--- config.mk ---
export PLATFORM = sky130hd
export DESIGN_NAME = csr_block
export DESIGN_NICKNAME = d
export VERILOG_FILES = /design/src/hw/avmm_pkg.sv /design/src/hw/csr_pkg.sv /design/src/hw/csr_block.sv
export VERILOG_INCLUDE_DIRS = /design/src /design/src/include
export SDC_FILE = /design/constraint.sdc
export NUM_CORES = 1
export LEC_CHECK = 0
export ABC_AREA = 1
export BUFFER_PORTS_ARGS = -buffer_cell sky130_fd_sc_hd__buf_2
export CAP_MARGIN = 0
export CORE_MARGIN = 2
export CORE_UTILIZATION = 53
export CTS_BUF_LIST = sky130_fd_sc_hd__clkbuf_4
export DETAILED_ROUTE_END_ITERATION = 7
export GPL_TIMING_DRIVEN = 0
export PLACE_DENSITY = 0.93
export RECOVER_POWER = 25
export SYNTH_ARGS = -nofsm -noshare
export SYNTH_HDL_FRONTEND = slang
export SYNTH_SLANG_ARGS = --single-unit
--- constraint.sdc ---
create_clock -name clk -period 3.3 [get_ports clk]
set_clock_uncertainty 0.1 [all_clocks]
set_input_delay 0.66 -clock clk [delete_from_list [all_inputs] [get_ports clk]]
set_output_delay 0.66 -clock clk [all_outputs]
set_load 0.01 [all_outputs]
--- src/include/mem_test_macros.svh ---
`ifndef MEM_TEST_MACROS_SVH
`define MEM_TEST_MACROS_SVH

// ==============================
// Memory geometry
// ==============================

// Number of banks behind the bank multiplexer
`define MT_NUM_BANKS 2

// Word address width inside one bank
`define MT_ADDR_W 10

// Width of one memory word
`define MT_DATA_W 32

// ==============================
// Bank model timing
// ==============================

// Cycles from an accepted read to readdatavalid at the bank
`define MT_RD_LATENCY 2

// One refresh stall cycle in every period of this many cycles
`define MT_REFRESH_PERIOD 8

`endif

--- src/hw/avmm_pkg.sv ---
`include "mem_test_macros.svh"

package avmm_pkg;

    // ==============================
    // Memory bus field types
    // ==============================

    // Word address within a single bank
    typedef logic [`MT_ADDR_W-1:0] mem_addr_t;

    // One data word on the bus, always written with all bytes enabled
    typedef logic [`MT_DATA_W-1:0] mem_data_t;

    // Index of the bank that the shared bus is steered to
    typedef logic [$clog2(`MT_NUM_BANKS)-1:0] bank_sel_t;

endpackage

--- src/hw/csr_pkg.sv ---
package csr_pkg;

    // ==============================
    // Register map
    // ==============================

    // Host register offset, in words
    typedef logic [3:0] csr_addr_t;

    // Test setup registers, writable by the host
    localparam csr_addr_t CSR_CMD       = 4'd0;
    localparam csr_addr_t CSR_ADDR      = 4'd1;
    localparam csr_addr_t CSR_DATA      = 4'd2;
    localparam csr_addr_t CSR_COUNT     = 4'd3;
    localparam csr_addr_t CSR_BANK      = 4'd4;

    // Status and result registers, read only
    // Bit 0 of STATUS is the busy flag
    localparam csr_addr_t CSR_STATUS    = 4'd5;
    localparam csr_addr_t CSR_RDATA     = 4'd6;
    localparam csr_addr_t CSR_ERR_COUNT = 4'd7;
    localparam csr_addr_t CSR_FAIL_ADDR = 4'd8;

    // ==============================
    // Engine encodings
    // ==============================

    // Opcode written to CSR_CMD, low two bits of the write data
    typedef enum logic [1:0] {
        CMD_WRITE,
        CMD_READ,
        CMD_FILL,
        CMD_CHECK
    } mt_cmd_e;

    // Test engine sequencer states
    typedef enum logic [1:0] {
        IDLE,
        ISSUE,
        DRAIN
    } mt_state_e;

endpackage

--- src/hw/csr_block.sv ---
module csr_block
    import avmm_pkg::*;
    import csr_pkg::*;
(
    input  logic      clk,
    input  logic      arst_n,
    input  logic      csr_wr,
    input  logic      csr_rd,
    input  csr_addr_t csr_addr,
    input  mem_data_t csr_wdata,
    output mem_data_t csr_rdata,
    output logic      csr_rvalid,
    output logic      start,
    output mt_cmd_e   cmd,
    output mem_addr_t base_addr,
    output mem_data_t seed,
    output mem_addr_t count,
    output bank_sel_t bank_sel,
    input  logic      busy,
    input  mem_data_t rdata,
    input  mem_addr_t err_count,
    input  mem_addr_t fail_addr
);

    // Engine is running or has a launch pending this cycle
    logic      engaged;
    mem_data_t rd_mux;

    // The start pulse precedes busy by one cycle, so it counts as busy here
    // This keeps a STATUS poll right after a command from reading idle
    assign engaged = busy || start;

    // ==============================
    // Register writes
    // ==============================

    always_ff @(posedge clk or negedge arst_n)
    begin
        if (!arst_n)
        begin
            start     <= 1'b0;
            cmd       <= CMD_WRITE;
            base_addr <= '0;
            seed      <= '0;
            count     <= '0;
            bank_sel  <= '0;
        end
        else
        begin
            // Launch one cycle after the command write, only from idle
            start <= csr_wr && (csr_addr == CSR_CMD) && !engaged;
            if (csr_wr)
            begin
                case (csr_addr)
                    CSR_CMD:
                    begin
                        if (!engaged)
                        begin
                            cmd <= mt_cmd_e'(csr_wdata[1:0]);
                        end
                    end
                    CSR_ADDR:  base_addr <= csr_wdata[$bits(mem_addr_t)-1:0];
                    CSR_DATA:  seed <= csr_wdata;
                    CSR_COUNT: count <= csr_wdata[$bits(mem_addr_t)-1:0];
                    CSR_BANK:
                    begin
                        // Switching banks mid-test would misroute read responses
                        if (!engaged)
                        begin
                            bank_sel <= csr_wdata[$bits(bank_sel_t)-1:0];
                        end
                    end
                    default:
                    begin
                        // Writes to status and result offsets have no effect
                    end
                endcase
            end
        end
    end

    // ==============================
    // Register reads
    // ==============================

    always_comb
    begin
        case (csr_addr)
            CSR_CMD:       rd_mux = mem_data_t'(cmd);
            CSR_ADDR:      rd_mux = mem_data_t'(base_addr);
            CSR_DATA:      rd_mux = seed;
            CSR_COUNT:     rd_mux = mem_data_t'(count);
            CSR_BANK:      rd_mux = mem_data_t'(bank_sel);
            CSR_STATUS:    rd_mux = mem_data_t'(engaged);
            CSR_RDATA:     rd_mux = rdata;
            CSR_ERR_COUNT: rd_mux = mem_data_t'(err_count);
            CSR_FAIL_ADDR: rd_mux = mem_data_t'(fail_addr);
            default:       rd_mux = '0;
        endcase
    end

    // Read data follows the request by exactly one cycle
    always_ff @(posedge clk or negedge arst_n)
    begin
        if (!arst_n)
        begin
            csr_rvalid <= 1'b0;
        end
        else
        begin
            csr_rvalid <= csr_rd;
        end
    end

    always_ff @(posedge clk)
    begin
        if (csr_rd)
        begin
            csr_rdata <= rd_mux;
        end
    end

endmodule

# Yosys cells after proc, flatten, opt, wreduce, memory -nomap -nowiden
# Index checks and enable logic that the tools add are counted.
# Widths: inputs -> output; s select.
# classes
n_reduce_logical	10
muxes	1
bitwise_logic	1
eq_ne	8
# ops
cell	n
$pmux 32 s9	1
$eq 4x3->1 const B	4
$eq 4x2->1 const B	2
$reduce_and 2->1	3
$reduce_and 3->1	2
$eq 4x1->1 const B	1
$eq 4x4->1 const B	1
$logic_not 4->1	1
$logic_and 1x1->1	2
$logic_not 1->1	1
$logic_or 1x1->1	1
$not 1->1	1
# word_totals
input_bits	93
output_inout_bits	89
ff_bits	89
word_cells	28

# Logic depth before layout (Yosys ltp)
# logic_depth
word_depth	3
depth_mapped	8
depth_no_buf	8

# Worst setup path after synthesis
# Ideal clock, no wire load.
# synth_path
path_type	input port to flip-flop
from	input csr_addr[3]
to	register csr_rdata[3] (data pin)
setup_ns	0.256
t_required_ns	2.944
path_buffers	2
path_stages	7
path_slack_ns	1.669
arrival_ns	1.275
cell_sequence	nor2_2 buf_4 buf_2 nand3_1 nand2_1 a21oi_1 nand2_1
# synth_between
elab_chain_cells	2
elab_cells_between_ends	10
classes_between	eq/ne (8); mux (1); reduce/logical (1)
# synth_rtl
item	line_no	rtl
start, declared	csr_block.sv:9	input csr_addr_t csr_addr,
$eq 4x4->1, or another cell as far along	csr_block.sv:88	case (csr_addr)
$pmux 32 s9 *	csr_block.sv:88	
named net rd_mux[3]	csr_block.sv:27	mem_data_t rd_mux;
end signal, assigned	csr_block.sv:119	csr_rdata <= rd_mux;
end, declared	csr_block.sv:11	output mem_data_t csr_rdata,
# The timed path passes the listed nets; every way through them passes the cells marked *.
# A chain may end at the register's enable or synchronous reset.

# Final worst setup path
# layout_path
from	input csr_rd
to	register csr_rdata[4], enable pin
# layout_rtl
item	line_no	rtl
start, declared	csr_block.sv:8	input logic csr_rd,
# No word-level cell between the ends.

==> impl_metrics.env <==
export IMPL_run_status="finished with violations"
export IMPL_violations_in_the_final_reports="max-capacitance violations, max-slew violations"
export IMPL_drt_iter0_markers=251
export IMPL_max_stage_delay_ns=1.29
export IMPL_die_width_um=92.2
export IMPL_period_share_pct=62.0
export IMPL_clock_path_buffers=2
export IMPL_tritoncts_num_buffers=9
export IMPL_slew_at_the_pin_closest_to_its_max_slew_limit_ns=1.83
export IMPL_worstPathArrival_ns=1.96
export IMPL_grt_pass1_vias=3952
export IMPL_yosysWarningCount=0
export IMPL_clk_insertion_delay_late_ns=0.43
export IMPL_worst_slew_margin_rel_pct=-21.9
export IMPL_start_util_pct=53.9
export IMPL_fmaxAchievable_mhz=489
export IMPL_yosys_register_bits=89
export IMPL_synthDistinctLibCells=21
export IMPL_netlist_area_leader_share_pct=34.6
export IMPL_mappedNetlistNets=567
export IMPL_final_layout_size_suffix_gt1_share_pct=34.6
export IMPL_grt_first_pass_wirelength_mm=19.3
export IMPL_synth_yosys_seq_area_share_pct=57.9
export IMPL_post_synth_cell_area_avg_sq_um=8.70
export IMPL_placement_rows=32
export IMPL_antenna_cells_inserted=0
export IMPL_cts_setup_buffers=0
export IMPL_hold_violations=0
export IMPL_grt_start_max_net_pins=58
export IMPL_synthesized_area_sq_mm=0.00412
export IMPL_cp_end_kind="flop"
export IMPL_crit_slowest_cell="sky130_fd_sc_hd__clkbuf_1"
export IMPL_fp_dieH_um=92.2
export IMPL_cts_root_buf="sky130_fd_sc_hd__clkbuf_4"
export IMPL_coreArea_sq_mm=0.00765
export IMPL_series_of_cell_instances_along_the_critical_path="clkbuf_1"
export IMPL_grt_total_ovfl=0
export IMPL_drt_pass1_iter_count=5
export IMPL_cp_buffers_inverters=1
export IMPL_maxCapViolations=1
export IMPL_critPathKind="in2reg"
export IMPL_finalNetCount=758
export IMPL_die_area_sq_mm=0.00850
export IMPL_cts_tree="built"
export IMPL_grt_total_usage_pct=29.5
export IMPL_rsz0062_at_grt="no"
export IMPL_postCtsHoldBufs=0
export IMPL_path_delay_family="buffers and inverters"
export IMPL_p_per_area_mw_per_mm2=499
export IMPL_antenna_violating_nets_post_route=0
export IMPL_post_synth_top_count_cell="sky130_fd_sc_hd__nand2_1"
export IMPL_netlist_top_cells_count="165 x sky130_fd_sc_hd__nand2_1, 88 x sky130_fd_sc_hd__nand3_1, 57 x sky130_fd_sc_hd__dfrtp_1"
export IMPL_vdd_drop_max_mv=0.398
export IMPL_antenna_found_initial=0
export IMPL_totalNegativeSetupSlack_ns=0
export IMPL_cts_repair_resize_count=0
export IMPL_final_instance_count_excl_fill=772
export IMPL_detail_route_wl_per_cell_um=16.0
export IMPL_numClockSinks=89
export IMPL_leading_post_synthesis_cells_by_cell_area="sky130_fd_sc_hd__dfrtp_1 35%, sky130_fd_sc_hd__edfxtp_1 23%, sky130_fd_sc_hd__nand2_1 15%, sky130_fd_sc_hd__nand3_1 11%, sky130_fd_sc_hd__inv_1 3.1%"
export IMPL_port_buffer_count=180
export IMPL_worst_setup_path_start_kind="primary input"
export IMPL_via_per_inst=5.32
export IMPL_synth_edff_count=32
export IMPL_ios=182
export IMPL_critPathMaxFanout=33
export IMPL_postSynth_topFlopCell="sky130_fd_sc_hd__dfrtp_1"
export IMPL_place_detailed_instances=756
export IMPL_path_clk_slew_ns=0.16
export IMPL_area_growth_synth_to_final_pct=28.2
export IMPL_layout_min_cycle_time_ns=2.05
export IMPL_post_synthesis_cell_type_with_the_largest_combined_area="sky130_fd_sc_hd__dfrtp_1"
export IMPL_htreeDepth=3
export IMPL_setup_violations_final=0
export IMPL_num_vias=4109
export IMPL_gate_count_of_the_mapped_netlist=474
export IMPL_timing_hold_worst_class="in2reg"
export IMPL_worstPathRequired_ns=3.22
export IMPL_fraction_of_registers_with_async_set_or_reset_after_synthesis_pct=64.0
export IMPL_drc_violations_left=0
export IMPL_dpl_hpwl_mm=9.22
export IMPL_timing_final_max_slew_violations=34
export IMPL_p_leak_nw=2.94
export IMPL_postRouteWirelength_mm=12.4
export IMPL_gp_congestion=0.891
## kinds of logic after synthesis
group	Yosys count	share of synthesized area (%)
AOI/OAI and AO/OA	39	5.65
buffers and inverters	61	6.86
DFF	89	57.9
and+or+nand+nor	285	29.6
## final timing paths
path                       depth (start not counted)      endpoint          start  slack, ns
max reg2reg                                        4        cmd[0]          start       1.97
min in group asynchronous                          1      seed[16]         arst_n       0.45
max in group asynchronous                          1      seed[29]         arst_n       1.77
min reg2reg                                        2      seed[25]       seed[25]       0.41
max                                                1  csr_rdata[4]         csr_rd       1.25
min                                                3      seed[31]  csr_wdata[31]       0.34
## worst register-to-register path: stages, from the launching register on
cell                      delay (ns)
sky130_fd_sc_hd__dfrtp_1        0.41
sky130_fd_sc_hd__inv_1          0.05
sky130_fd_sc_hd__nand2_1        0.08
sky130_fd_sc_hd__nor3_1         0.40
sky130_fd_sc_hd__o21ai_0        0.17
## final cells by class
cell class / instances / area [sq um]
Fill cell: 633 / 2360
Clock inverter: 6 / 65.1
Tap cell: 102 / 128
Clock buffer: 10 / 75.1
Buffer: 25 / 145
Timing Repair Buffer: 180 / 900
Multi-Input combinational cell: 324 / 1450
Inverter: 36 / 138
Sequential cell: 89 / 2390
## layout by cell type (no fill, tap or decap), drive strengths merged
cell    synthesis  routed
a21oi           2       2
clkinv          0       1
nor3            1       1
buf            18     196
nand2         168     168
clkbuf          7      19
nand3          88      88
bufinv          0       1
inv            36      40
o21ai          37      37
nor2           28      28
edfxtp         32      32
dfrtp          57      57
## sequential cells by signal, indices dropped and copies added (netlist names)
signal	cells
count	10
cmd	2
bank_sel	1
seed	32
start	1
csr_rvalid	1
base_addr	10
csr_rdata	32
## metrics by stage
step	area, sq um	hold WS [ns]	worst slack (ns)	utilization [%]	power [mW]
5_1_grt	5280	0.353	1.10	69.1	2.77
3_3_place_gp	5150	0.377	1.29	67.3	2.00
2_1_floorplan	4120	0.264	1.67	-	1.71
4_1_cts	5290	0.323	1.50	69.2	2.64
3_5_place_dp	5150	0.381	1.24	67.3	2.04
6_report	5280	0.344	1.25	69.1	2.64
## power breakdown
part | leakage (nW) | switching (mW) | total (mW) | internal, mW
logic | 1.81 | 0.348 | 0.583 | 0.235
clock network | 0.0820 | 0.375 | 0.620 | 0.246
registers | 1.05 | 0.122 | 1.43 | 1.31
total | 2.94 | 0.845 | 2.64 | 1.79
## metal layers
layer	GRT usage [%]	wire, um
met5	0	0
met4	11.6	356
met3	4.77	916
met2	50.5	6360
met1	37.7	4740
(Power assumes the default switching activity.)
