==> config.mk <==
export PLATFORM = sky130hd
export DESIGN_NAME = mem_test_engine_flat
export DESIGN_NICKNAME = d
export VERILOG_FILES = /design/src/hw/avmm_pkg.sv /design/src/hw/csr_pkg.sv /design/src/hw/avmm_if.sv /design/src/hw/mem_test_engine.sv /design/src/flat_wrapper.sv
export VERILOG_INCLUDE_DIRS = /design/src /design/src/include
export SDC_FILE = /design/constraint.sdc
export NUM_CORES = 1
export LEC_CHECK = 0
export BUFFER_PORTS_ARGS = -buffer_cell sky130_fd_sc_hd__buf_2
export CAP_MARGIN = 30
export CORE_AREA = 2 2 141 143
export CTS_BUF_LIST = sky130_fd_sc_hd__clkbuf_4 sky130_fd_sc_hd__clkbuf_8
export CTS_CLUSTER_SIZE = 30
export DETAILED_ROUTE_END_ITERATION = 6
export DIE_AREA = 0 0 143 145
export PLACE_DENSITY = 0.75
export SYNTH_ARGS = -nofsm -noshare
export SYNTH_HDL_FRONTEND = slang
export SYNTH_SLANG_ARGS = --single-unit
==> constraint.sdc <==
create_clock -name clk -period 7 [get_ports clk]
set_input_delay 1.4 -clock clk [delete_from_list [all_inputs] [get_ports clk]]
set_output_delay 1.4 -clock clk [all_outputs]
set_load 0.05 [all_outputs]
==> src/include/mem_test_macros.svh <==
`ifndef MEM_TEST_MACROS_SVH
`define MEM_TEST_MACROS_SVH

// ==============================
// Memory geometry
// ==============================

// Number of banks behind the bank multiplexer
`define MT_NUM_BANKS 2

// Word address width inside one bank
`define MT_ADDR_W 10

// Width of one memory word
`define MT_DATA_W 32

// ==============================
// Bank model timing
// ==============================

// Cycles from an accepted read to readdatavalid at the bank
`define MT_RD_LATENCY 2

// One refresh stall cycle in every period of this many cycles
`define MT_REFRESH_PERIOD 8

`endif

==> src/hw/avmm_pkg.sv <==
`include "mem_test_macros.svh"

package avmm_pkg;

    // ==============================
    // Memory bus field types
    // ==============================

    // Word address within a single bank
    typedef logic [`MT_ADDR_W-1:0] mem_addr_t;

    // One data word on the bus, always written with all bytes enabled
    typedef logic [`MT_DATA_W-1:0] mem_data_t;

    // Index of the bank that the shared bus is steered to
    typedef logic [$clog2(`MT_NUM_BANKS)-1:0] bank_sel_t;

endpackage

==> src/hw/csr_pkg.sv <==
package csr_pkg;

    // ==============================
    // Register map
    // ==============================

    // Host register offset, in words
    typedef logic [3:0] csr_addr_t;

    // Test setup registers, writable by the host
    localparam csr_addr_t CSR_CMD       = 4'd0;
    localparam csr_addr_t CSR_ADDR      = 4'd1;
    localparam csr_addr_t CSR_DATA      = 4'd2;
    localparam csr_addr_t CSR_COUNT     = 4'd3;
    localparam csr_addr_t CSR_BANK      = 4'd4;

    // Status and result registers, read only
    // Bit 0 of STATUS is the busy flag
    localparam csr_addr_t CSR_STATUS    = 4'd5;
    localparam csr_addr_t CSR_RDATA     = 4'd6;
    localparam csr_addr_t CSR_ERR_COUNT = 4'd7;
    localparam csr_addr_t CSR_FAIL_ADDR = 4'd8;

    // ==============================
    // Engine encodings
    // ==============================

    // Opcode written to CSR_CMD, low two bits of the write data
    typedef enum logic [1:0] {
        CMD_WRITE,
        CMD_READ,
        CMD_FILL,
        CMD_CHECK
    } mt_cmd_e;

    // Test engine sequencer states
    typedef enum logic [1:0] {
        IDLE,
        ISSUE,
        DRAIN
    } mt_state_e;

endpackage

==> src/hw/avmm_if.sv <==
interface avmm_if
    import avmm_pkg::*;
();

    // Request side, one word per access
    mem_addr_t address;
    logic      read;
    logic      write;
    mem_data_t writedata;

    // Agent side, stall and read response
    // A request is taken on an edge where it is high and waitrequest is low
    logic      waitrequest;
    mem_data_t readdata;
    // Single-cycle pulse, responses come back in request order
    logic      readdatavalid;

    // The requester, which holds a request stable while waitrequest is high
    modport host (
        output address,
        output read,
        output write,
        output writedata,
        input  waitrequest,
        input  readdata,
        input  readdatavalid
    );

    // The responder, a bank or the agent face of the multiplexer
    modport agent (
        input  address,
        input  read,
        input  write,
        input  writedata,
        output waitrequest,
        output readdata,
        output readdatavalid
    );

endinterface

==> src/hw/mem_test_engine.sv <==
module mem_test_engine
    import avmm_pkg::*;
    import csr_pkg::*;
(
    input  logic      clk,
    input  logic      arst_n,
    input  logic      start,
    input  mt_cmd_e   cmd,
    input  mem_addr_t base_addr,
    input  mem_data_t seed,
    input  mem_addr_t count,
    output logic      busy,
    output mem_data_t rdata,
    output mem_addr_t err_count,
    output mem_addr_t fail_addr,
    avmm_if.host      mem
);

    // Reads allowed in flight, enough to cover the 3-cycle read round trip
    localparam int MAX_RD_INFLIGHT = 4;
    localparam int INF_W = $clog2(MAX_RD_INFLIGHT + 1);

    mt_state_e  state;
    // Command settings captured at launch, the host may rewrite its copies
    mt_cmd_e    op;
    mem_addr_t  op_base;
    mem_data_t  op_seed;
    mem_addr_t  op_total;
    // Next word to request, and next word whose response is expected
    mem_addr_t  issue_idx;
    mem_addr_t  rsp_idx;
    logic [INF_W-1:0] rd_inflight;
    logic       is_write;
    logic       req_ok;
    logic       req_accept;
    logic       rd_accept;
    mem_data_t  rsp_expect;
    logic       rsp_miss;

    // ==============================
    // Request side
    // ==============================

    assign is_write = (op == CMD_WRITE) || (op == CMD_FILL);

    // Words remain and, for reads, there is room in the in-flight window
    // Once raised this stays high until accepted, since the window only drains
    assign req_ok = (state == ISSUE) && (issue_idx != op_total) &&
                    (is_write || (rd_inflight < INF_W'(MAX_RD_INFLIGHT)));

    // Word i lives at start + i and holds seed + i
    assign mem.address   = op_base + issue_idx;
    assign mem.writedata = op_seed + mem_data_t'(issue_idx);
    assign mem.write     = req_ok && is_write;
    assign mem.read      = req_ok && !is_write;

    assign req_accept = req_ok && !mem.waitrequest;
    assign rd_accept  = req_accept && !is_write;

    // ==============================
    // Response side
    // ==============================

    assign rsp_expect = op_seed + mem_data_t'(rsp_idx);
    assign rsp_miss   = mem.readdatavalid && (op == CMD_CHECK) &&
                        (mem.readdata != rsp_expect);

    assign busy = (state != IDLE);

    // Single commands run as a one-word pattern
    always_ff @(posedge clk)
    begin
        if (start && (state == IDLE))
        begin
            op       <= cmd;
            op_base  <= base_addr;
            op_seed  <= seed;
            op_total <= ((cmd == CMD_WRITE) || (cmd == CMD_READ)) ? mem_addr_t'(1) : count;
        end
    end

    always_ff @(posedge clk or negedge arst_n)
    begin
        if (!arst_n)
        begin
            state       <= IDLE;
            issue_idx   <= '0;
            rsp_idx     <= '0;
            rd_inflight <= '0;
            rdata       <= '0;
            err_count   <= '0;
            fail_addr   <= '0;
        end
        else
        begin
            case (state)
                IDLE:
                begin
                    if (start)
                    begin
                        state     <= ISSUE;
                        issue_idx <= '0;
                        rsp_idx   <= '0;
                        // Results of an earlier check stay until a new check
                        if (cmd == CMD_CHECK)
                        begin
                            err_count <= '0;
                            fail_addr <= '0;
                        end
                    end
                end
                ISSUE:
                begin
                    // Index moves only when the bank takes the request
                    if (req_accept)
                    begin
                        issue_idx <= issue_idx + 1'b1;
                    end
                    if (issue_idx == op_total)
                    begin
                        state <= DRAIN;
                    end
                end
                DRAIN:
                begin
                    // Writes are done once accepted; reads wait for their data
                    if (rd_inflight == '0)
                    begin
                        state <= IDLE;
                    end
                end
                default:
                begin
                    state <= IDLE;
                end
            endcase

            if (rd_accept && !mem.readdatavalid)
            begin
                rd_inflight <= rd_inflight + 1'b1;
            end
            else if (!rd_accept && mem.readdatavalid)
            begin
                rd_inflight <= rd_inflight - 1'b1;
            end

            if (mem.readdatavalid)
            begin
                rsp_idx <= rsp_idx + 1'b1;
            end
            if (mem.readdatavalid && (op == CMD_READ))
            begin
                rdata <= mem.readdata;
            end
            // Only the first miscompare sets the failing address
            if (rsp_miss)
            begin
                err_count <= err_count + 1'b1;
                if (err_count == '0)
                begin
                    fail_addr <= op_base + rsp_idx;
                end
            end
        end
    end

endmodule

==> src/flat_wrapper.sv <==
// flat-port wrapper written by rule: the top's interface ports become plain ports
module mem_test_engine_flat import avmm_pkg::*; import csr_pkg::*;
  (clk, arst_n, start, cmd, base_addr, seed, count, busy, rdata, err_count, fail_addr, mem_address, mem_read, mem_write, mem_writedata, mem_waitrequest, mem_readdata, mem_readdatavalid);
  avmm_if mem_i ();
  input  logic clk;
  input  logic arst_n;
  input  logic start;
  input  mt_cmd_e cmd;
  input  mem_addr_t base_addr;
  input  mem_data_t seed;
  input  mem_addr_t count;
  output logic busy;
  output mem_data_t rdata;
  output mem_addr_t err_count;
  output mem_addr_t fail_addr;
  output wire logic [$bits(mem_i.address)-1:0] mem_address;
  output wire logic [$bits(mem_i.read)-1:0] mem_read;
  output wire logic [$bits(mem_i.write)-1:0] mem_write;
  output wire logic [$bits(mem_i.writedata)-1:0] mem_writedata;
  input wire logic [$bits(mem_i.waitrequest)-1:0] mem_waitrequest;
  input wire logic [$bits(mem_i.readdata)-1:0] mem_readdata;
  input wire logic [$bits(mem_i.readdatavalid)-1:0] mem_readdatavalid;
  assign mem_address = mem_i.address;
  assign mem_read = mem_i.read;
  assign mem_write = mem_i.write;
  assign mem_writedata = mem_i.writedata;
  assign mem_i.waitrequest = mem_waitrequest;
  assign mem_i.readdata = mem_readdata;
  assign mem_i.readdatavalid = mem_readdatavalid;
  mem_test_engine u_core (.clk(clk), .arst_n(arst_n), .start(start), .cmd(cmd), .base_addr(base_addr), .seed(seed), .count(count), .busy(busy), .rdata(rdata), .err_count(err_count), .fail_addr(fail_addr), .mem(mem_i));
endmodule
## Yosys cells after proc, flatten, opt, wreduce, memory -nomap -nowiden

Index checks and enable logic that the tools add are counted.

| storage, ports and cells | value |
|---|---|
| register bits | 131 |
| bits of input ports | 91 |
| output and inout port bits | 97 |

| cells by class | value |
|---|---|
| $add $sub $neg | 9 |
| order comparisons | 1 |
| eq/ne operators | 14 |
| multiplexer cells | 20 |
| reduce and logical (&&, ||, !) cells | 36 |

Operators by type and width:

| operator | number |
|---|---|
| two-way mux 10 bit | 13 |
| adder 32 x 10 -> 32 bit | 2 |
| != test 32 bit | 1 |
| adder 10 x 1 -> 10 bit (second input constant) | 3 |
| adder 10 bit | 2 |
| case mux 10 bit (2 select lines) | 1 |
| nonzero test 2 bit | 8 |
| logical AND 1 bit | 12 |
| == test 10 bit | 1 |
| zero test 10 bit | 1 |
| != test 10 bit | 1 |
| AND reduction 3 bit | 3 |
| == test 2 bit (second input constant) | 4 |
| == test 2 x 1 -> 1 bit (second input constant) | 3 |
| zero test 2 bit | 3 |
| two-way mux 2 bit | 3 |
| two-way mux 3 bit | 2 |
| case mux 2 bit (3 select lines) | 1 |
| zero test 1 bit | 4 |
| != test 2 x 1 -> 1 bit (second input constant) | 2 |
| != test 2 bit (second input constant) | 2 |
| adder 3 x 1 -> 3 bit (second input constant) | 1 |
| zero test 3 bit | 1 |
| logical OR 1 bit | 3 |
| other kinds (3) | 3 |

## Logic depth before layout (Yosys ltp)

Gate-level depths: netlist of the first run.

| depth | value |
|---|---|
| depth after elaboration | 10 |
| gate-level depth with buffers | 14 |
| mapped depth without buffers | 13 |

## Least setup slack after synthesis of the first run

Ideal clock, no wire load.

| path | value |
|---|---|
| kind | register to output |
| start point | reg u_core.issue_idx[0] |
| end point | out mem_writedata[16] |
| data arrival time | 3.250 ns |
| required time | 5.600 ns |
| slack | 2.350 ns |
| stages on the path, launching flop included | 15 |
| path through | dfrtp_1 -> ha_1 -> inv_1 -> fa_1 -> nor2b_1 -> o21ai_0 -> nand2b_1 -> a21o_1 -> a21o_1 -> a21o_1 -> a21oi_1 -> o21a_1 -> clkbuf_1 -> nor2_1 -> xnor2_1 |

| on the way | value |
|---|---|
| word-level cells in the longest chain between the ends | 1 |

RTL lines:

| element | RTL line | source |
|---|---|---|
| from (decl) | mem_test_engine.sv:30 | `mem_addr_t issue_idx;` |
| from (signal assigned) | mem_test_engine.sv:117 | `issue_idx <= issue_idx + 1'b1;` |
| adder 32 x 10 -> 32 bit | mem_test_engine.sv:53 | `assign mem.writedata = op_seed + mem_data_t'(issue_idx);` |
| to (decl) | flat_wrapper.sv:19 | `output wire logic [$bits(mem_i.writedata)-1:0] mem_writedata;` |

Every way passes these cells.

## Worst setup path in the final report of the first run

| path | value |
|---|---|
| start point | reg u_core.issue_idx[0] |
| end point | out mem_writedata[24] |

The elaborated chain is that of the path after synthesis.

==> results of run 1 <==
==> registers in the layout (all words and copies together), names as in the netlist <==
| register | count |
|---|---|
| u_core.op_base | 10 |
| u_core.rd_inflight | 3 |
| u_core.err_count | 10 |
| u_core.op_seed | 32 |
| u_core.issue_idx | 10 |
| u_core.state | 2 |
| u_core.rdata | 32 |
| u_core.rsp_idx | 10 |
| u_core.op_total | 10 |
| u_core.fail_addr | 10 |
| u_core.op | 2 |
==> path summary, 6_finish.rpt <==
kind / startpoint / end / slack [ns] / cells after the start
min in group asynchronous: arst_n / u_core.rdata[3] / 0.91 / 1
max in group asynchronous: arst_n / u_core.issue_idx[8] / 5.48 / 2
min reg2reg: u_core.state[0] / u_core.state[1] / 0.49 / 1
max reg2reg: u_core.rsp_idx[0] / u_core.err_count[6] / 3.08 / 12
min: u_core.state[0] / u_core.state[1] / 0.49 / 1
max: u_core.issue_idx[0] / mem_writedata[24] / 2.00 / 14
==> power by group <==
group,internal (uW),switching [uW],total (uW)
combinational,516,1180,1690
clock,340,316,656
sequential,982,173,1160
total,1840,1670,3510
==> per-layer routing <==
layer  vias to the layer above  global-route usage  wire, um
li1                       3021                   -         -
met1                      2963               0.272      9450
met2                       246               0.318      9580
met3                        18              0.0376      1290
met4                         0              0.0550       260
met5                         -                   0         0
==> through the flow <==
step                       util  hold slack, ns  area (um^2)  worst slack [ns]  std cells
after global placement    0.476           0.460         9150              2.51       1175
after floorplan               -           0.447         7990              2.35        742
after CTS                 0.499           0.486         9580              1.99       1208
after global routing      0.499           0.514         9580              1.77       1208
after detailed placement  0.478           0.479         9180              2.49       1176
final                     0.499           0.488         9580              2.00       1208
==> logic make-up after synthesis <==
group                    share of synthesized area
XOR/XNOR                                     0.127
flip-flops                                   0.444
buffers and inverters                       0.0276
AND/OR/NAND/NOR                              0.154
multiplexers                                0.0702
adder cells (fa/ha/maj)                     0.0799
AO/OA/AOI/OAI                               0.0971
==> synthesized netlist by cell type (all sizes together) (12+ instances only) <==
library cell and number:
nand3 24, a21o 16, buf 12, a21oi 35, nand4 19, and2 13, nor2 37, nand2 64
xor2 54, inv 27, o21ai 24, mux2 37, dfrtp 77, edfxtp 54, nor3 16, ha 43
mux2i 14, xnor2 62
==> final cells by class <==
type	instances	area share
repair buffers	190	0.102
inverters	27	0.0106
clock inverters	12	0.0135
well taps	265	0.0346
clock buffers	20	0.0281
multi-input cells	563	0.440
flip-flops and latches	131	0.371
==> critical path, delay by kind of cell (launching register included) <==
kind	cells	cell delay, ns
AO/OA/AOI/OAI	6	1.42
XOR/XNOR	1	0.18
adder cells (fa/ha/maj)	2	0.45
buffers and inverters	2	0.36
flip-flops	1	0.47
AND/OR/NAND/NOR	3	0.29
==> metrics.md, run 1 <==
| Metric | Value |
|---|---|
| Post-route DRC | 0 |
| WP data arrival | 3.60 ns |
| Shortest period the worst path allows | 5.00 ns |
| Commonest non-fill, non-tap cell in the layout | buf_2 |
| P&R area growth vs syn | 19.9% |
| CTS tree | built |
| RSZ-0062 raised after global routing | false |
| Setup-failing EPs final | 0 |
| Crit Path Category | reg2out |
| Number of flops mapped to enable cells by yosys | between 50 and 60 |
| Mapped Nets | 881 |
| Htree depth | 4 |
| Number of max-cap violations | 0 |
| Gpl congestion | 0.894 |
| Largest area contributor in the netlist | dfrtp_1 |
| DPL Wire Length | 16.1 mm |
| Synth Flop Type | dfrtp_1 |
| Setup crit end kind | primary output |
| CP max stage delay | 0.51 ns |
| Cell repeated most along the worst path | a21o_1 |
| Synth Cell Area | 7990 um^2 |
| Pin count of the biggest net entering global routing | 66 |
| DIE HEIGHT | 145 um |
| CP max FO | 11 |
| Total setup buffers inserted after CTS | 0 |
| Port Buf Inserts | 187 |
| Die Width | approximately 140 um |
| CP max-delay cell | o21a_1 |
| Skew final | 0.0119 ns |
| Final nets | 1069 |
| Area of the multi-input gates | between 4000 and 5000 um^2 |
| Post-Route WL | 20.6 mm |
| Crit share post-route | 0.715 |
| Overflow after GRT | 0 |
| Critical-path cell list | ha_1 -> inv_1 -> fa_1 -> nor2b_1 -> o21ai_0 -> nand2b_1 -> a21o_1 -> a21o_1 -> a21o_1 -> a21oi_1 -> o21a_1 -> nor2_1 -> xor2_1 -> buf_2 |
| Slew margin rel. | 0.335 |
| WP data required | 5.60 ns |
| Leak pwr | 0.00422 uW |
| First-pass GRT wire length | 31.4 mm |
| #FFs+latches synth | 131 |
| HP Class | reg2reg |
| Layout cells sized above 1 | 0.290 |
| Main area contributors after synthesis | dfrtp_1, edfxtp_1, xnor2_1, ha_1, xor2_1 |
| Tot Pwr | between 3000 and 4000 uW |
| Post-route ant nets | 0 |
| Initial DRC count | 320 |
| Vias in the first global route | 5957 |
| Yosys warnings | 0 |
| Top-area cell type share of the netlist area | 0.241 |
| Final hold vios | 0 |
| Sequential share of the synthesized area | 0.444 |
| Cell area power density | 366 nW/um^2 |
| Clk sinks | 131 |
| Vias/cell | approximately 5.2 |
| Num ports | 188 |
| Worst slew pin tran | 0.993 ns |
| Maximum vdd drop | 0.354 mV |
| Reg area | 3550 um^2 |
| Antenna violations before repair | 0 |
| Root buffer cell | clkbuf_8 |
| Fill cells | 1759 |
| Routed WL per cell | 17.0 um |
| Row count | 51 |
| Total GRT Usage | 0.198 |
| Core ar. | 19200 um^2 |
| Worst-Skew Late Latency | 0.45 ns |
| Commonest cells after routing, fill and taps aside | buf_2, dfrtp_1, nand2_1 |
| Setup TNS Final | 0 ns |
| Post-Syn Instances | approximately 740 |
| Clock Path Buffers | 2 |
| Clock buffer count from CTS | 17 |
| Number of antenna diodes | 0 |
| Synth cell types | 62 |
| Highest clock rate | 0.200 GHz |
| Status | completed |
| Die area | between 20000 and 25000 um^2 |
| Mean Syn Cell Area | 10.8 um^2 |
| Final Slew Violations | 0 |
| DR vias | 6248 |
| Asr flop ratio synth | 0.588 |
| Drt pass-1 iters | 4 |
| Initial Util | 0.416 |
| CP Launch Type | register |
| Clock transition at path regs | 0.08 ns |
| Post-CTS sizing | 0 |
| Hold buffers post-CTS | 0 |
Note: power is estimated with default switching activity, not from simulation.
==> inputs of run 2 (changes only) <==
Settings changed: PLACE_DENSITY 0.75 to 0.78.
Clock period 7 ns to 4 ns, I/O delays scaled along.
==> run 2 against run 1 <==
Critical endpoint is now mem_writedata[30]. The run now ends with setup timing left. First-iteration DRC count rose by 13%. Highest routed layer unchanged. Sequential share of layout area shrank 1.4 points. Worst hold slack got worse by 0.20 ns. Final cell count is 2.5% higher.
==> metrics.md, run 2 (synthesis gave the netlist of run 1 again) <==
| Metric | Value |
|---|---|
| Commonest cells after routing, fill and taps aside | buf_2, dfrtp_1, nand2_1 |
| Initial DRC count | ~360 |
| CP max stage delay | 0.39 ns |
| Post-DP Area | 9270 um^2 |
| Status | complete, but fails checks |
| CP max FO | 6 |
| Core ar. | roughly 19000 um^2 |
| Vias in the first global route | 6467 |
| Buf/Inv on CP | 3 |
| Worst slew pin tran | approximately 0.86 ns |
| Top Family by Delay on Critical Path | compound AO/OA/AOI/OAI gates |
| Final nets | 1099 |
| CP max-delay cell | edfxtp_1 |
| R2R depth | 14 |
| Number of max-cap violations | 0 |
| Pin count of the biggest net entering global routing | 66 |
| RSZ-0062 raised after global routing | true |
| DIE HEIGHT | approximately 150 um |
| HP Class | in2async |
| Htree depth | 4 |
| Leak pwr | 0.00442 uW |
| Clock Path Buffers | 2 |
| Crit share post-route | 1.01 |
| Die Width | between 100 and 150 um |
| Slew margin rel. | 0.425 |
| Clk sinks | ~130 |
| Clock buffer count from CTS | 17 |
| Post-route design area | around 10000 um^2 |
| Number of antenna diodes | 0 |
| Routed WL per cell | roughly 18 um |
| Highest clock rate | ~0.25 GHz |
| Hold buffers post-CTS | 0 |
| Gpl congestion | ~0.94 |
| Failing checks | setup timing |
| Setup crit end kind | primary output |
| Crit Path Category | reg2out |
| WP data required | approximately 3.2 ns |
| Pre-CTS WS | ~0.11 ns |
| Setup-failing EPs final | 1 |
| Cell area power density | 634 nW/um^2 |
| Layout Cells excl Fill | between 1000 and 1500 |
| Clock transition at path regs | about 0.080 ns |
| Largest regs | u_core.op_seed (32), u_core.rdata (32) |
| Die area | 20700 um^2 |
| Overflow after GRT | 0 |
| Row count | 51 |
| Final hold vios | 0 |
| Post-route DRC | 0 |
| Final Slew Violations | 0 |
| Commonest non-fill, non-tap cell in the layout | buf_2 |
| WP data arrival | 3.23 ns |
| P&R area growth vs syn | 24.7% |
| Skew final | 0.0191 ns |
| Final worst slack | -0.0252 ns |
| Instance count on the critical path | 15 |
| DR vias | ~6500 |
| Layout cells sized above 1 | 0.330 |
| Initial Util | 0.416 |
| Fill cells | 1701 |
| Vias/cell | 5.23 |
| Root buffer cell | clkbuf_8 |
| WHS | 0.285 ns |
| DPL Wire Length | 16.8 mm |
| Post-Place Cells | 1187 |
| Total GRT Usage | 0.212 |
| Num ports | 188 |
| Drt pass-1 iters | 5 |
| Cell repeated most along the worst path | a21o_1 |
| Antenna violations before repair | 0 |
| Maximum vdd drop | 0.631 mV |
| Worst-Skew Late Latency | 0.46 ns |
| Port Buf Inserts | approximately 190 |
| Shortest period the worst path allows | 4.03 ns |
| CTS tree | built |
| Critical-path cell list | ha_2 -> inv_2 -> fa_2 -> nor2b_1 -> o21ai_1 -> nand2b_1 -> a21o_1 -> a21o_1 -> a21o_1 -> a21oi_2 -> o21a_2 -> buf_6 -> nor3b_2 -> xor2_1 -> buf_4 |
| First-pass GRT wire length | roughly 34 mm |
| Post-Route WL | 22.2 mm |
| Post-route ant nets | 0 |
| Final Util | 0.518 |
| CP Launch Type | register |
## run 2: changes by cell type in the layout (fill, tap and decap cells not counted), moves of 3 or more
cell,before,now
a21oi_1,35,31
a21oi_2,0,4
buf_2,186,166
buf_4,3,49
buf_6,0,3
## run 2: final cells by class
type                            count  area [um^2]  area share
Multi-Input combinational cell    563         4290       0.431
Sequential cell                   131         3550       0.357
Inverter                           27          101      0.0102
Tap cell                          265          332      0.0333
Clock buffer                       21          277      0.0278
Timing Repair Buffer              220         1280       0.129
Clock inverter                     11          124      0.0124
## run 2: path summary, 6_finish.rpt
check	startpoint	to	slack [ns]
max in group asynchronous	arst_n	u_core.issue_idx[2]	3.11
min	arst_n	u_core.rdata[30]	0.29
max	u_core.op_seed[0]	mem_writedata[30]	-0.03
min reg2reg	u_core.state[0]	u_core.state[1]	0.48
max reg2reg	u_core.op_seed[1]	u_core.err_count[9]	0.27
min in group clk	u_core.state[0]	u_core.state[1]	0.48
## run 2: metrics by stage
| step | setup TNS, ns | total power, uW |
|---|---|---|
| after floorplan | 0 | 4280 |
| after global placement | 0 | 5010 |
| after detailed placement | 0 | 5060 |
| after CTS | -0.0357 | 6290 |
| after global routing | -1.25 | 6640 |
| final | -0.0252 | 6320 |
## run 2: where the power goes
part           internal, uW  switching (uW)
sequential             1720             272
clock                   605             563
combinational           996            2160
total                  3320            2990
## run 2: routing by layer
metal | vias up | track usage | wire length (um)
met4 | 0 | 0.0649 | 502
li1 | 3087 | - | -
met3 | 34 | 0.0465 | 1720
met2 | 281 | 0.349 | 10400
met1 | 3075 | 0.279 | 9500
met5 | - | 0 | 0
## run 2: what timing repair did
action	in CTS	in global routing
setup endpoints to repair	22	40
gates resized for setup	27	23
cloned	1	0
endpoints found under the hold margin	0	0
pin swaps	9	6
buffers inserted	9	9
==> inputs of run 3 (changes only) <==
Settings changed: PLACE_DENSITY 0.78 to 0.75.
Clock period 4 ns to 4.95 ns, I/O delays scaled along.
==> run 3 against run 2 <==
The run now ends clean. Critical path depth fell by 1. Global-route usage fell by 1.2 points. Sequential power fell by 18%. Worst setup slack improved by 0.33 ns. Via count fell by 2.9%. First-iteration DRC count fell by 13%. Core utilization fell by 1.6 points. Die area did not move. Clock skew fell by 0.00097 ns. Critical endpoint is now mem_writedata[28].
==> metrics.md, run 3 (synthesis gave the netlist of run 1 again) <==
| Metric | Value |
|---|---|
| Overflow after GRT | 0 |
| Status | completed |
| Post-route DRC | 0 |
| Post-CTS sizing | 0 |
| Commonest cells after routing, fill and taps aside | buf_2, dfrtp_1, nand2_1 |
| Crit Path Category | reg2out |
| Vias in the first global route | 6050 |
| Skew final | 0.0181 ns |
| DPL Wire Length | 16.1 mm |
| Final nets | 1069 |
| Die area | 20700 um^2 |
| Routed WL per cell | around 17 um |
| Final hold vios | 0 |
| Gpl congestion | 0.885 |
| DIE HEIGHT | ~150 um |
| Sw Pwr | 2370 uW |
| Pin count of the biggest net entering global routing | 46 |
| Vias/cell | 5.21 |
| Buf/Inv on CP | 2 |
| Leak pwr | 0.00426 uW |
| Setup crit end kind | primary output |
| P_int | 2770 uW |
| Htree depth | 4 |
| CP max-delay cell | o21a_1 |
| Worst-Skew Late Latency | around 0.45 ns |
| First-pass GRT wire length | 32.1 mm |
| Critical-path cell list | ha_1 -> inv_1 -> fa_1 -> nor2b_1 -> o21ai_0 -> nand2b_1 -> a21o_1 -> a21o_1 -> a21o_1 -> a21oi_1 -> o21a_1 -> nor2_1 -> xor2_1 -> buf_2 |
| Core ar. | 19200 um^2 |
| Highest clock rate | 0.215 GHz |
| FF-to-FF Start | u_core.op_seed[10] |
| Setup TNS Final | 0 ns |
| Seq pwr share | 0.318 |
| Total GRT Usage | 0.200 |
| Hold buffers post-CTS | 0 |
| CP Launch Type | register |
| Crit share post-route | 0.938 |
| Maximum vdd drop | between 0.3 and 0.4 mV |
| WHS | 0.491 ns |
| Initial Util | 0.416 |
| Die Width | 143 um |
| Post-Route WL | 20.7 mm |
| Combinational power share | 0.467 |
| Layout cells sized above 1 | 0.290 |
| Worst slew pin tran | 1.03 ns |
| RSZ-0062 raised after global routing | false |
| Worst Setup SP | u_core.issue_idx[0] |
| Number of antenna diodes | 0 |
| Clock Power Share | 0.215 |
| P&R area growth vs syn | 20.9% |
| Final Slew Violations | 0 |
| Cell repeated most along the worst path | a21o_1 |
| CP max stage delay | 0.52 ns |
| Net Sw Frac | 0.461 |
| Post-route ant nets | 0 |
| Drt pass-1 iters | 4 |
| CP max FO | 11 |
| Initial DRC count | 314 |
| Cell area power density | 532 nW/um^2 |
| Antenna violations before repair | 1 |
| Slew margin rel. | 0.308 |
| Shortest period the worst path allows | 4.64 ns |
| Num ports | around 190 |
| WP data required | 3.96 ns |
| Setup-failing EPs final | 0 |
| Number of max-cap violations | 0 |
| CTS tree | built |
| Largest regs | u_core.op_seed (32), u_core.rdata (32) |
| Port Buf Inserts | around 190 |
| Clock transition at path regs | 0.08 ns |
| Root buffer cell | clkbuf_8 |
| WP data arrival | 3.65 ns |
| Clock Path Buffers | 2 |
| Clock buffer count from CTS | 17 |
| Row count | a little over 50 |
| Total setup buffers inserted after CTS | 0 |
| Clk sinks | 131 |
| Top Family by Delay on Critical Path | compound AO/OA/AOI/OAI gates |
| Commonest non-fill, non-tap cell in the layout | buf_2 |
| HP Class | in2async |
| DR vias | 6290 |
[run 3: cell types whose count changed in the layout (fill, tap and decap cells not counted), moves of 3 or more]
cell,change
a21oi_2,-4
buf_4,-46
buf_6,-3
bufinv_16,+3
a21oi_1,+4
buf_2,+20
[run 3: path summary, 6_finish.rpt]
check | to | slack [ns] | depth (start not counted)
max in group asynchronous | u_core.issue_idx[8] | 3.85 | 2
max reg2reg | u_core.fail_addr[4] | 1.03 | 10
min | u_core.rdata[31] | 0.49 | 1
max | mem_writedata[28] | 0.31 | 14
min in group clk | u_core.state[1] | 0.50 | 1
min reg2reg | u_core.state[1] | 0.50 | 1
[run 3: layout make-up]
class                           count  area [um^2]
Fill cell                        1736         9550
Multi-Input combinational cell    563         4220
Sequential cell                   131         3550
Timing Repair Buffer              190          981
Tap cell                          265          332
Clock buffer                       21          283
Clock inverter                     11          195
Inverter                           27          101
[run 3: power groups by stage]
stage	logic, uW	registers [uW]	clock network, uW
global route	2580	1670	1180
detailed placement	2400	1660	0
finish	2400	1630	1100
CTS	2410	1630	1130
global placement	2360	1650	0
floorplan	1420	2030	0
[run 3: layer usage]
layer	global-route usage	routed length [um]	vias up
met1	0.276	9350	2982
li1	-	-	3020
met3	0.0386	1440	27
met4	0.0594	324	2
met2	0.320	9600	259
met5	0	15	-
[run 3: stage by stage]
step / total power (uW) / cells / cell area (um^2) / setup WS [ns] / utilization
3_5_place_dp: 4050 / 1176 / 9180 / 0.802 / 0.478
3_3_place_gp: 4010 / 1175 / 9150 / 0.868 / 0.476
4_1_cts: 5170 / 1208 / 9660 / 0.292 / 0.503
2_1_floorplan: 3460 / 742 / 7990 / 0.710 / -
6_report: 5130 / 1208 / 9660 / 0.307 / 0.503
5_1_grt: 5430 / 1208 / 9660 / 0.0376 / 0.503
